## src/hdl/join_cfg.svh

```systemverilog
// ----------------------------------------
// sizes shared by the header/payload joiner.
// include wherever a width is needed.
// ----------------------------------------

`ifndef JOIN_CFG_SVH
`define JOIN_CFG_SVH

// bytes per stream word.
`define JOIN_DATA_BYTES 8

// data bus width in bits.
`define JOIN_DATA_BITS (`JOIN_DATA_BYTES * 8)

// metadata field widths.
`define JOIN_TID_BITS   4
`define JOIN_TDEST_BITS 4
`define JOIN_TUSER_BITS 8

// holds a byte count from 0 up to a full word.
`define JOIN_COUNT_BITS 4

`endif

```

## src/hdl/join_pkg.sv

```systemverilog
// ----------------------------------------
// stream word and metadata types for the joiner.
// ----------------------------------------

`include "join_cfg.svh"

package join_pkg;

   // number of valid bytes in one word.
   typedef logic [`JOIN_COUNT_BITS-1:0] count_t;

   // ----------------------------------------
   // payload stream word
   // ----------------------------------------
   typedef struct packed {
      logic [`JOIN_DATA_BITS-1:0]  data;
      logic [`JOIN_DATA_BYTES-1:0] keep;
      logic                        last;
   } beat_t;

   // ----------------------------------------
   // per-packet metadata
   // ----------------------------------------
   typedef struct packed {
      logic [`JOIN_TID_BITS-1:0]   tid;
      logic [`JOIN_TDEST_BITS-1:0] tdest;
      logic [`JOIN_TUSER_BITS-1:0] tuser;
   } meta_t;

   // header and output stream word.
   // metadata rides along with every word.
   typedef struct packed {
      beat_t beat;
      meta_t meta;
   } hdr_beat_t;

endpackage

```

## src/hdl/stream_reg.sv

```systemverilog
// ----------------------------------------
// one-entry valid/ready register stage.
// payload type is set per instance.
// ----------------------------------------

`timescale 1ns/100ps

module stream_reg #(
   parameter type beat_type = logic [7:0]
) (
   input  logic     clk,
   input  logic     resetn,

   input  beat_type in_beat,
   input  logic     in_valid,
   output logic     in_ready,

   output beat_type out_beat,
   output logic     out_valid,
   input  logic     out_ready
);

   // ready is held off until the cycle after reset.
   logic ready_en;

   always_ff @(posedge clk) begin
      if (!resetn) begin
         ready_en <= 1'b0;
      end else begin
         ready_en <= 1'b1;
      end
   end

   // accept when empty, or when the held word leaves this cycle.
   assign in_ready = ready_en && (!out_valid || out_ready);

   always_ff @(posedge clk) begin
      if (!resetn) begin
         out_valid <= 1'b0;
      end else if (in_ready) begin
         out_valid <= in_valid;
      end
   end

   // payload only loads on a transfer.
   always_ff @(posedge clk) begin
      if (in_valid && in_ready) begin
         out_beat <= in_beat;
      end
   end

endmodule

```

## src/hdl/byte_merge.sv

```systemverilog
// ----------------------------------------
// residue register and byte merge path.
// packs header tail bytes and payload words into full words.
// ----------------------------------------

`timescale 1ns/100ps

`include "join_cfg.svh"

module byte_merge (
   input  logic            clk,
   input  logic            resetn,

   input  join_pkg::beat_t hdr_beat,
   input  join_pkg::beat_t pyld_beat,

   input  logic            hdr_take,
   input  logic            pyld_take,
   input  logic            flush_take,

   output join_pkg::beat_t merged,
   output logic            flush_pending
);

   import join_pkg::*;

   localparam int NB = `JOIN_DATA_BYTES;

   logic [NB-1:0][7:0]          res_data;
   count_t                      res_count;
   logic                        spill;

   count_t                      hdr_count;
   count_t                      pyld_count;
   logic [`JOIN_COUNT_BITS:0]   total;
   logic                        overflow;

   logic [NB-1:0][7:0]          pyld_bytes;
   logic [NB-1:0][7:0]          shifted;
   logic [NB-1:0][7:0]          next_res;
   logic [NB-1:0][7:0]          join_data;
   logic [NB-1:0]               join_keep;
   logic [NB-1:0]               res_keep;

   // keep is contiguous from byte 0, so the top set bit gives the count.
   function automatic count_t keep_count(input logic [NB-1:0] keep);
      count_t cnt;
      cnt = '0;
      for (int i = 0; i < NB; i++) begin
         if (keep[i]) cnt = count_t'(i + 1);
      end
      return cnt;
   endfunction

   // ----------------------------------------
   // merge datapath
   // ----------------------------------------
   always_comb begin
      hdr_count  = keep_count(hdr_beat.keep);
      pyld_count = keep_count(pyld_beat.keep);
      total      = {1'b0, res_count} + {1'b0, pyld_count};
      overflow   = (total > NB);

      pyld_bytes = pyld_beat.data;
      // payload moves up past the residue.
      shifted    = pyld_bytes << (8 * res_count);
      // bytes that did not fit drop down to the bottom.
      next_res   = pyld_bytes >> (8 * (NB - res_count));

      for (int i = 0; i < NB; i++) begin
         join_data[i] = (i < res_count) ? res_data[i] : shifted[i];
         join_keep[i] = (i < total);
         res_keep[i]  = (i < res_count);
      end

      // a pending spill word takes priority over the merge.
      merged.data   = spill ? res_data : join_data;
      merged.keep   = spill ? res_keep : join_keep;
      merged.last   = spill | (pyld_beat.last & ~overflow);
      flush_pending = pyld_beat.last & overflow;
   end

   // ----------------------------------------
   // residue state
   // ----------------------------------------
   always_ff @(posedge clk) begin
      if (!resetn) begin
         res_count <= '0;
         spill     <= 1'b0;
      end else if (hdr_take) begin
         res_count <= hdr_count;
      end else if (pyld_take) begin
         res_count <= overflow ? count_t'(total - NB) : '0;
         spill     <= flush_pending;
      end else if (flush_take) begin
         res_count <= '0;
         spill     <= 1'b0;
      end
   end

   always_ff @(posedge clk) begin
      if (hdr_take) begin
         res_data <= hdr_beat.data;
      end else if (pyld_take) begin
         res_data <= next_res;
      end
   end

endmodule

```

## src/hdl/join_fsm.sv

```systemverilog
// ----------------------------------------
// packet sequencer for the joiner.
// steps header, payload, flush and drop phases.
// ----------------------------------------

`timescale 1ns/100ps

module join_fsm (
   input  logic                clk,
   input  logic                resetn,

   input  join_pkg::hdr_beat_t hdr_beat,
   input  logic                hdr_valid,
   output logic                hdr_ready,

   input  logic                pyld_valid,
   input  logic                pyld_last,
   output logic                pyld_ready,

   input  join_pkg::beat_t     merged,
   input  logic                flush_pending,

   output logic                hdr_take,
   output logic                pyld_take,
   output logic                flush_take,

   output join_pkg::hdr_beat_t out_beat,
   output logic                out_valid,
   input  logic                out_ready
);

   import join_pkg::*;

   typedef enum logic [1:0] {
      HEADER,
      PAYLOAD,
      FLUSH,
      DROP
   } state_t;

   state_t state, state_nxt;

   logic  hdr_first;
   logic  is_drop;
   meta_t meta_q;

   // one-word header with no valid bytes.
   assign is_drop = hdr_first && hdr_beat.beat.last && (hdr_beat.beat.keep == '0);

   // ----------------------------------------
   // next state and handshakes
   // ----------------------------------------
   always_comb begin
      state_nxt  = state;
      hdr_ready  = 1'b0;
      pyld_ready = 1'b0;
      out_valid  = 1'b0;
      hdr_take   = 1'b0;
      pyld_take  = 1'b0;
      flush_take = 1'b0;

      case (state)
         HEADER: begin
            if (hdr_beat.beat.last) begin
               // tail word goes into the residue, not out.
               hdr_ready = 1'b1;
               if (hdr_valid) begin
                  if (is_drop) begin
                     state_nxt = DROP;
                  end else begin
                     hdr_take  = 1'b1;
                     state_nxt = PAYLOAD;
                  end
               end
            end else begin
               out_valid = hdr_valid;
               hdr_ready = out_ready;
            end
         end
         PAYLOAD: begin
            out_valid  = pyld_valid;
            pyld_ready = out_ready;
            pyld_take  = pyld_valid && out_ready;
            if (pyld_take && pyld_last) begin
               state_nxt = flush_pending ? FLUSH : HEADER;
            end
         end
         FLUSH: begin
            out_valid  = 1'b1;
            flush_take = out_ready;
            if (out_ready) state_nxt = HEADER;
         end
         default: begin
            // discard the payload, nothing goes out.
            pyld_ready = 1'b1;
            if (pyld_valid && pyld_last) state_nxt = HEADER;
         end
      endcase
   end

   // header words pass through as is, the rest come from the merge.
   assign out_beat.beat = (state == HEADER) ? hdr_beat.beat : merged;
   assign out_beat.meta = (state == HEADER && hdr_first) ? hdr_beat.meta : meta_q;

   always_ff @(posedge clk) begin
      if (!resetn) begin
         state     <= HEADER;
         hdr_first <= 1'b1;
      end else begin
         state <= state_nxt;
         if (hdr_valid && hdr_ready) hdr_first <= hdr_beat.beat.last;
      end
   end

   // metadata comes from the first header word only.
   always_ff @(posedge clk) begin
      if (hdr_valid && hdr_ready && hdr_first) begin
         meta_q <= hdr_beat.meta;
      end
   end

endmodule

```

## src/hdl/pkt_join_top.sv

```systemverilog
// ----------------------------------------
// header/payload joiner top level.
// registers both inputs and the joined output.
// ----------------------------------------

`timescale 1ns/100ps

module pkt_join_top (
   input  logic                clk,
   input  logic                resetn,

   input  join_pkg::hdr_beat_t hdr_in,
   input  logic                hdr_valid,
   output logic                hdr_ready,

   input  join_pkg::beat_t     pyld_in,
   input  logic                pyld_valid,
   output logic                pyld_ready,

   output join_pkg::hdr_beat_t out,
   output logic                out_valid,
   input  logic                out_ready
);

   import join_pkg::*;

   hdr_beat_t hdr_q;
   logic      hdr_q_valid;
   logic      hdr_q_ready;

   beat_t     pyld_q;
   logic      pyld_q_valid;
   logic      pyld_q_ready;

   beat_t     merged;
   logic      flush_pending;
   logic      hdr_take;
   logic      pyld_take;
   logic      flush_take;

   hdr_beat_t join_beat;
   logic      join_valid;
   logic      join_ready;

   // ----------------------------------------
   // input stages
   // ----------------------------------------
   stream_reg #(.beat_type(hdr_beat_t)) hdr_reg (
      .clk       (clk),
      .resetn    (resetn),
      .in_beat   (hdr_in),
      .in_valid  (hdr_valid),
      .in_ready  (hdr_ready),
      .out_beat  (hdr_q),
      .out_valid (hdr_q_valid),
      .out_ready (hdr_q_ready)
   );

   stream_reg #(.beat_type(beat_t)) pyld_reg (
      .clk       (clk),
      .resetn    (resetn),
      .in_beat   (pyld_in),
      .in_valid  (pyld_valid),
      .in_ready  (pyld_ready),
      .out_beat  (pyld_q),
      .out_valid (pyld_q_valid),
      .out_ready (pyld_q_ready)
   );

   // ----------------------------------------
   // sequencing and merge
   // ----------------------------------------
   join_fsm fsm (
      .clk           (clk),
      .resetn        (resetn),
      .hdr_beat      (hdr_q),
      .hdr_valid     (hdr_q_valid),
      .hdr_ready     (hdr_q_ready),
      .pyld_valid    (pyld_q_valid),
      .pyld_last     (pyld_q.last),
      .pyld_ready    (pyld_q_ready),
      .merged        (merged),
      .flush_pending (flush_pending),
      .hdr_take      (hdr_take),
      .pyld_take     (pyld_take),
      .flush_take    (flush_take),
      .out_beat      (join_beat),
      .out_valid     (join_valid),
      .out_ready     (join_ready)
   );

   byte_merge merge (
      .clk           (clk),
      .resetn        (resetn),
      .hdr_beat      (hdr_q.beat),
      .pyld_beat     (pyld_q),
      .hdr_take      (hdr_take),
      .pyld_take     (pyld_take),
      .flush_take    (flush_take),
      .merged        (merged),
      .flush_pending (flush_pending)
   );

   // output stage.
   stream_reg #(.beat_type(hdr_beat_t)) out_reg (
      .clk       (clk),
      .resetn    (resetn),
      .in_beat   (join_beat),
      .in_valid  (join_valid),
      .in_ready  (join_ready),
      .out_beat  (out),
      .out_valid (out_valid),
      .out_ready (out_ready)
   );

endmodule

```

## config.mk

```make
export PLATFORM = sky130hd
export DESIGN_NAME = pkt_join_top
export DESIGN_NICKNAME = d
export VERILOG_FILES = /design/src/hdl/join_pkg.sv /design/src/hdl/stream_reg.sv /design/src/hdl/byte_merge.sv /design/src/hdl/join_fsm.sv /design/src/hdl/pkt_join_top.sv
export VERILOG_INCLUDE_DIRS = /design/src /design/src/hdl
export SDC_FILE = /design/constraint.sdc
export NUM_CORES = 1
export LEC_CHECK = 0
export BUFFER_PORTS_ARGS = -buffer_cell sky130_fd_sc_hd__buf_4
export CORE_AREA = 2 2 256 233
export CTS_CLUSTER_DIAMETER = 50
export DETAILED_ROUTE_END_ITERATION = 8
export DIE_AREA = 0 0 258 235
export GPL_ROUTABILITY_DRIVEN = 0
export PLACE_DENSITY_LB_ADDON = 0.08
export SYNTH_ARGS = -nofsm -noshare
export SYNTH_HDL_FRONTEND = slang
export SYNTH_HIERARCHICAL = 1
export SYNTH_SLANG_ARGS = --single-unit
```

## constraint.sdc

```tcl
create_clock -name clk -period 7 [get_ports clk]
set_clock_uncertainty 0.15 [all_clocks]
set_input_delay 0 -clock clk [delete_from_list [all_inputs] [get_ports clk]]
set_output_delay 0 -clock clk [all_outputs]
set_load 0.005 [all_outputs]
```

# After elaboration in Yosys (flattened, before gate mapping)
# Index checks and enable logic that the tools add are counted.
dict set report totals {
  reg_bits 343
  latch_bits 0
  ram_bits 0
  rom_bits 0
  in_bits 167
  wordCells 152
  n_memories 0
}
dict set report classes {
  add_sub_neg 3
  mul 0
  div 0
  n_lt_le_gt_ge 17
  eq_ne 6
  shift 2
  mux 56
  n_bitwise 5
  n_reduce_logical 29
}
# op n
set ops {}
lappend ops {{$mux W64} 3}
lappend ops {{$mux W73} 1}
lappend ops {{$mux W8} 9}
lappend ops {{$shl A64 B7 Y64} 1}
lappend ops {{$shr A64 B32 Y64} 1}
lappend ops {{$mux W3} 8}
lappend ops {{$mux W4} 6}
lappend ops {{$mux W2} 11}
lappend ops {{$lt A3 B5 Y1 const A} 4}
lappend ops {{$lt A3 B4 Y1 const A} 4}
lappend ops {{$mux W16} 1}
lappend ops {{$logic_and A1 B1 Y1} 14}
lappend ops {{$mux W1} 14}
lappend ops {{$lt A1 B5 Y1 const A} 2}
lappend ops {{$lt A2 B5 Y1 const A} 2}
lappend ops {{$logic_not A8 Y1} 1}
lappend ops {{$lt A1 B4 Y1 const A} 2}
lappend ops {{$lt A2 B4 Y1 const A} 2}
lappend ops {{$pmux W2 S3} 1}
lappend ops {{$add A4 B4 Y5} 1}
lappend ops {{$gt A5 B4 Y1 const B} 1}
lappend ops {{$reduce_and A5 Y1} 1}
lappend ops {{$sub A4 B4 Y5 const A} 1}
lappend ops {{$ne A2 B1 Y1 const B} 2}
lappend ops {{17 further kinds} 25}

# Logic depth before layout (Yosys ltp)
dict set report logic_depth {
  depth_word 14
  depth_mapped 14
}

# Hierarchy
# The synthesis kept the hierarchy.
# module instances cells_each area_each_um2 seq_area_each_um2
set modules_own_cells {}
lappend modules_own_cells {byte_merge 1 867 6916.6 2021.9}
lappend modules_own_cells {{stream_reg at hdr_reg ...} 2 97 2753.9 2712.6}
lappend modules_own_cells {{stream_reg at pyld_reg} 1 81 2273.4 2232.1}
lappend modules_own_cells {join_fsm 1 154 1911.8 540.5}

# Worst setup path before layout
# OpenSTA, ideal clock, no wires.
dict set report synth_timing {
  kind {flip-flop to flip-flop}
  from {register fsm.state[0]}
  to {register out_reg/out_beat[0] in the netlist's numbering, enable pin}
  arrival_time_ps 5593
  setup_slack_ps 691
  stages_incl_launch_ff 9
  period_less_slack_ps 6309
  path_cell_list {dfxtp_1 -> inv_1 -> ha_1 -> buf_4 -> buf_2 -> nand3b_1 -> a21oi_1 -> nand2_1 -> a21oi_1}
}
dict set report synth_via {
  elab_chain_len 3
}
# item line_no
set synth_rtl {}
lappend synth_rtl {{from (decl)} join_fsm.sv:41} ;# state_t state, state_nxt;
lappend synth_rtl {{from (signal assigned)} join_fsm.sv:110} ;# state <= state_nxt;
lappend synth_rtl {{$eq A2 B2 Y1, or another cell as far along} join_fsm.sv:62} ;# case (state)
lappend synth_rtl {{$pmux W1 S3 *} join_fsm.sv:62}
lappend synth_rtl {{via join_valid} pkt_join_top.sv:42} ;# logic join_valid;
lappend synth_rtl {{$logic_and A1 B1 Y1 *} stream_reg.sv:47} ;# if (in_valid && in_ready) begin
lappend synth_rtl {{to (signal assigned)} stream_reg.sv:48} ;# out_beat <= in_beat;
lappend synth_rtl {{to (decl)} stream_reg.sv:18} ;# output beat_type out_beat,
# Mark *: on every way through the listed nets, which the timed path passes. The rest lies on a longest branch.
# A chain may end at the register's enable or synchronous reset.

# Final worst setup path
dict set report layout_timing {
  from {register hdr_reg/out_beat[22] in the netlist's numbering}
  to {register merge/res_data[27] in the netlist's numbering (data pin)}
}
dict set report layout_via {
  elab_chain_len 7
}
# item line_no
set layout_rtl {}
lappend layout_rtl {{from (decl)} stream_reg.sv:18}
lappend layout_rtl {{from (signal assigned)} stream_reg.sv:48}
lappend layout_rtl {{$logic_not A8 Y1} join_fsm.sv:48} ;# assign is_drop = hdr_first && hdr_beat.beat.last && (hdr_beat.beat.keep == '0);
lappend layout_rtl {{$logic_and A1 B1 Y1} join_fsm.sv:48}
lappend layout_rtl {{$mux W1} join_fsm.sv:68} ;# if (is_drop) begin
lappend layout_rtl {{$mux W1} join_fsm.sv:67} ;# if (hdr_valid) begin
lappend layout_rtl {{$mux W1} join_fsm.sv:64} ;# if (hdr_beat.beat.last) begin
lappend layout_rtl {{$mux W1} join_fsm.sv:62}
lappend layout_rtl {{via hdr_take} pkt_join_top.sv:37} ;# logic hdr_take;
lappend layout_rtl {{$mux W64} byte_merge.sv:102} ;# if (hdr_take) begin
lappend layout_rtl {{to (signal assigned)} byte_merge.sv:103} ;# res_data <= hdr_beat.data;
lappend layout_rtl {{to (signal assigned)} byte_merge.sv:105} ;# res_data <= next_res;
lappend layout_rtl {{to (decl)} byte_merge.sv:29} ;# logic [NB-1:0][7:0] res_data;
# The timed path passes the listed nets, and every way through them passes these cells.

==> reports/results.txt <==
Status: completed
Main combinational cell family by area after synthesis: compound AO/OA/AOI/OAI gates
Drt initial violations: 1076
Crit-path slowest cell: a22o_1
Final cycle utilization of the critical path: 53.5%
Placed insts: 2264
Overall die height: 235 µm
Post-Place Setup Slack: 3.29 ns
Core area: 0.0579 mm²
Vias in the first global route: 13.4k
CTS sink count: 345
Buf+Inv Stages, Crit Path: 0
Unrepaired setup endpoints after global routing: false
Ys async rst share: 0%
Worst EP required: 7.25 ns
Post-route minimum period: 3.74 ns
Yosys top cell by area: edfxtp_1
Post-synth cell types: 76
Synth Area in Adders: 0.874%
Max-cap violations: 0
Buffers on Ports: 258
Leak Pwr: 8.68 nW
Compound-Gate Fraction of Synth Area: 14.3%
Multiplexer share of the synthesized area: 11.4%
Avg Inst Size Synth: 12.8 µm²
Worst setup SP type: flop
Mapped Nets: 1474
Synth Area in XOR/XNOR: 0.557%
Area of the die: 0.0606 mm²
Yosys warns: 6
Worst Tran Pin Value: 1.10 ns
CTS HTree Levels: 2
Congestion Overflow GR: 0
Worst r2r src: hdr_reg/out_beat[22]
Worst Hold Path Cells: 2
Cell Pwr Density: 310 mW/mm²
Initial core utilization: 28.7%
Post-detail-place hpwl: 43500 µm
Reg2reg end: merge/res_data[27]
R2r setup slk: 3.26 ns
Routed wire length: 61500 µm
Number of synthesized flops with an enable pin: 331
Row count: 84
CP Capture Type: flop
Initial antenna violation count: 1
Sequential area share after synthesis: 61.5%
Layout cells sized above 1: 26.5%
Post-cts sizing count: 0
PnR worst setup slack: 3.26 ns
Routed WL per cell: 23.0 µm
Number of cells on the critical path: 6
IO Count: 259
DRC errors left: 0
TNS Setup: 0 ns
Critical-path cell list: nor4_1 > a31oi_4 > nor2_1 > a22o_1 > nand2_1 > o221ai_1
Top-area cell type share of the netlist area: 59.8%
R2R cell count: 6
CTS buffer count: 45
Flops & latches, synth: 345
GRT Overall Usage: 20.0%
First-pass GRT wire length: 89100 µm
Ranking of synthesized cells by area: edfxtp_1 60%, mux2_2 7.3%, a21oi_1 4.2%
CTS tree: yes
Post-synthesis cell area: 0.0166 mm²
Area Growth Syn to Fin: 44.8%
Clock slew at reported path FFs: 0.06 ns
CP max FO: 32
Root Driver: clkbuf_16
Clk Latency, worst-skew pair: 0.59 ns
Post-Syn Instances: 1296
Pre-Repair DR Iteration Count: 5
Kind of cell adding the most delay to the critical path: compound AO/OA/AOI/OAI gates
Worst VDD drop: 0.172 mV
Fmax: 267 MHz
Final setup violation count: 0
Bufs on Longest Clock Path: 3
Hold Violations, Final: 0
Max-slew headroom: 26.9%
Worst setup endpoint: merge/res_data[27]
Vias: 13.1k
Largest net degree at the start of global routing: 83
Max Slew Vio Count: 0
Post-Synth Simple-Gate Area: 8.26%
Nets: 2039
HP Class: input port to flop
CP startpoint: hdr_reg/out_beat[22]
Cell Count, Final, Fillers Out: 2672
Crit Path Class: flop to flop
Post-DR vias/cell: 4.89
Die Wd: 258 µm
Post-synth top flop: edfxtp_1
Critical path's largest stage delay: 0.73 ns
Final core occ: 41.5%
Hold Startpoint: hdr_in[56]
Final Power: 0.00744 W
Detail Route Antenna Nets: 0
Crit path arrival time: 3.99 ns
[synthesized netlist by cell type (3+ instances only)]
| cell | count |
|---|---|
| nand2_1 | 141 |
| nand2_2 | 3 |
| edfxtp_1 | 331 |
| a21boi_2 | 4 |
| buf_4 | 19 |
| a21oi_2 | 3 |
| nand2b_1 | 10 |
| clkbuf_1 | 18 |
| a211oi_1 | 9 |
| a21boi_0 | 9 |
| mux2i_1 | 53 |
| inv_1 | 17 |
| a2bb2oi_1 | 9 |
| a31oi_1 | 13 |
| buf_2 | 34 |
| a21o_1 | 4 |
| nor2_1 | 71 |
| xnor2_1 | 4 |
| a221o_1 | 8 |
| nand3_1 | 8 |
| a21oi_1 | 139 |
| o221ai_1 | 17 |
| mux2_4 | 10 |
| a22oi_1 | 9 |
| o221ai_2 | 6 |
| a21bo_1 | 3 |
| ha_1 | 10 |
| nor3_1 | 9 |
| o21ai_0 | 65 |
| nor2b_1 | 31 |
| a22o_1 | 9 |
| buf_6 | 5 |
| o21ai_1 | 10 |
| o22ai_1 | 33 |
| mux2_2 | 107 |
| dfxtp_1 | 14 |
[what timing repair did]
action | 4_1_cts | 5_1_grt
endpoints found under the hold margin | 247 | 0
buffers inserted | 0 | 0
hold buffers | 324 | 0
[per-layer routing]
metal,part of all wire [%],routed length [µm],track usage [%],vias up
met4,3.5,2160,7.72,0
met1,46,28500,28.5,6429
met5,0,0,0,-
met2,44,26800,29.7,434
met3,6.4,3960,4.03,120
li1,-,-,-,6088
[sequential cells by signal, summed over array words and instances (netlist names)]
name and flops:
pyld_reg/out_valid 1, merge/res_count 4, merge/spill 1, fsm/meta_q 16
hdr_reg/out_valid 1, pyld_reg/ready_en 1, fsm/state 2, merge/res_data 64
fsm/hdr_first 1, out_reg/out_valid 1, hdr_reg/out_beat 89, out_reg/out_beat 89
out_reg/ready_en 1, hdr_reg/ready_en 1, pyld_reg/out_beat 73
[logic make-up after synthesis]
kind of cell	count (synthesis)
AO/OA/AOI/OAI	368
multiplexers	170
AND/OR/NAND/NOR	298
buffers and inverters	96
adder cells (fa/ha/maj)	11
XOR/XNOR	8
flip-flops	345
[power breakdown]
| group | switching, W | internal, W | leakage (nW) |
|---|---|---|---|
| clock network | 0.000932 | 0.00145 | 0.735 |
| logic | 0.00131 | 0.00101 | 4.76 |
| registers | 0.000128 | 0.00262 | 3.19 |
[layout make-up]
type | instances | area (µm²)
sequential | 345 | 10200
multi-input combinational | 855 | 5940
tap | 774 | 968
inverter | 18 | 67.6
timing repair buffer | 596 | 5300
clock inverter | 26 | 347
fill | 5464 | 33900
clock buffer | 57 | 1190
antenna | 1 | 2.50
[how the worst min path moves through the flow]
| stage | endpoint | slack (ns) |
|---|---|---|
| after floorplan | hdr_reg/ready_en | -0.12 |
| after global placement | pyld_reg/out_beat[26] | 0.03 |
| after detailed placement | pyld_reg/out_beat[31] | 0.03 |
| after CTS | pyld_reg/out_beat[17] | 0.001 |
| after global routing | pyld_reg/out_beat[17] | 0.02 |
| final | hdr_reg/out_beat[56] | 0.03 |
[metrics by stage]
step / instance area [µm²] / hold WS [ns]
4_1_cts: 24000 / 0.00132
5_1_grt: 24000 / 0.0185
3_5_place_dp: 19300 / 0.0293
2_1_floorplan: 16600 / -0.122
6_report: 24000 / 0.0283
3_3_place_gp: 19300 / 0.0293
[layout by cell type (no fill, tap or decap), types with 9 or more instances in the layout]
| cell type | instances |
|---|---|
| edfxtp_1 | 331 |
| dlygate4sd3_1 | 324 |
| buf_4 | 271 |
| nand2_1 | 141 |
| a21oi_1 | 136 |
| mux2_2 | 107 |
| nor2_1 | 71 |
| o21ai_0 | 65 |
| mux2i_1 | 53 |
| clkbuf_16 | 46 |
| o22ai_1 | 33 |
| nor2b_1 | 31 |
| inv_1 | 17 |
| o221ai_1 | 17 |
| dfxtp_1 | 13 |
| a31oi_1 | 12 |
| clkbuf_1 | 11 |
| mux2_4 | 10 |
| nand2b_1 | 10 |
| o21ai_1 | 10 |
| nor3_1 | 9 |
| ha_1 | 9 |
| a21boi_0 | 9 |
| a2bb2oi_1 | 9 |
| a22o_1 | 9 |
| a211oi_1 | 9 |
Power figures use the tool's default switching activity.
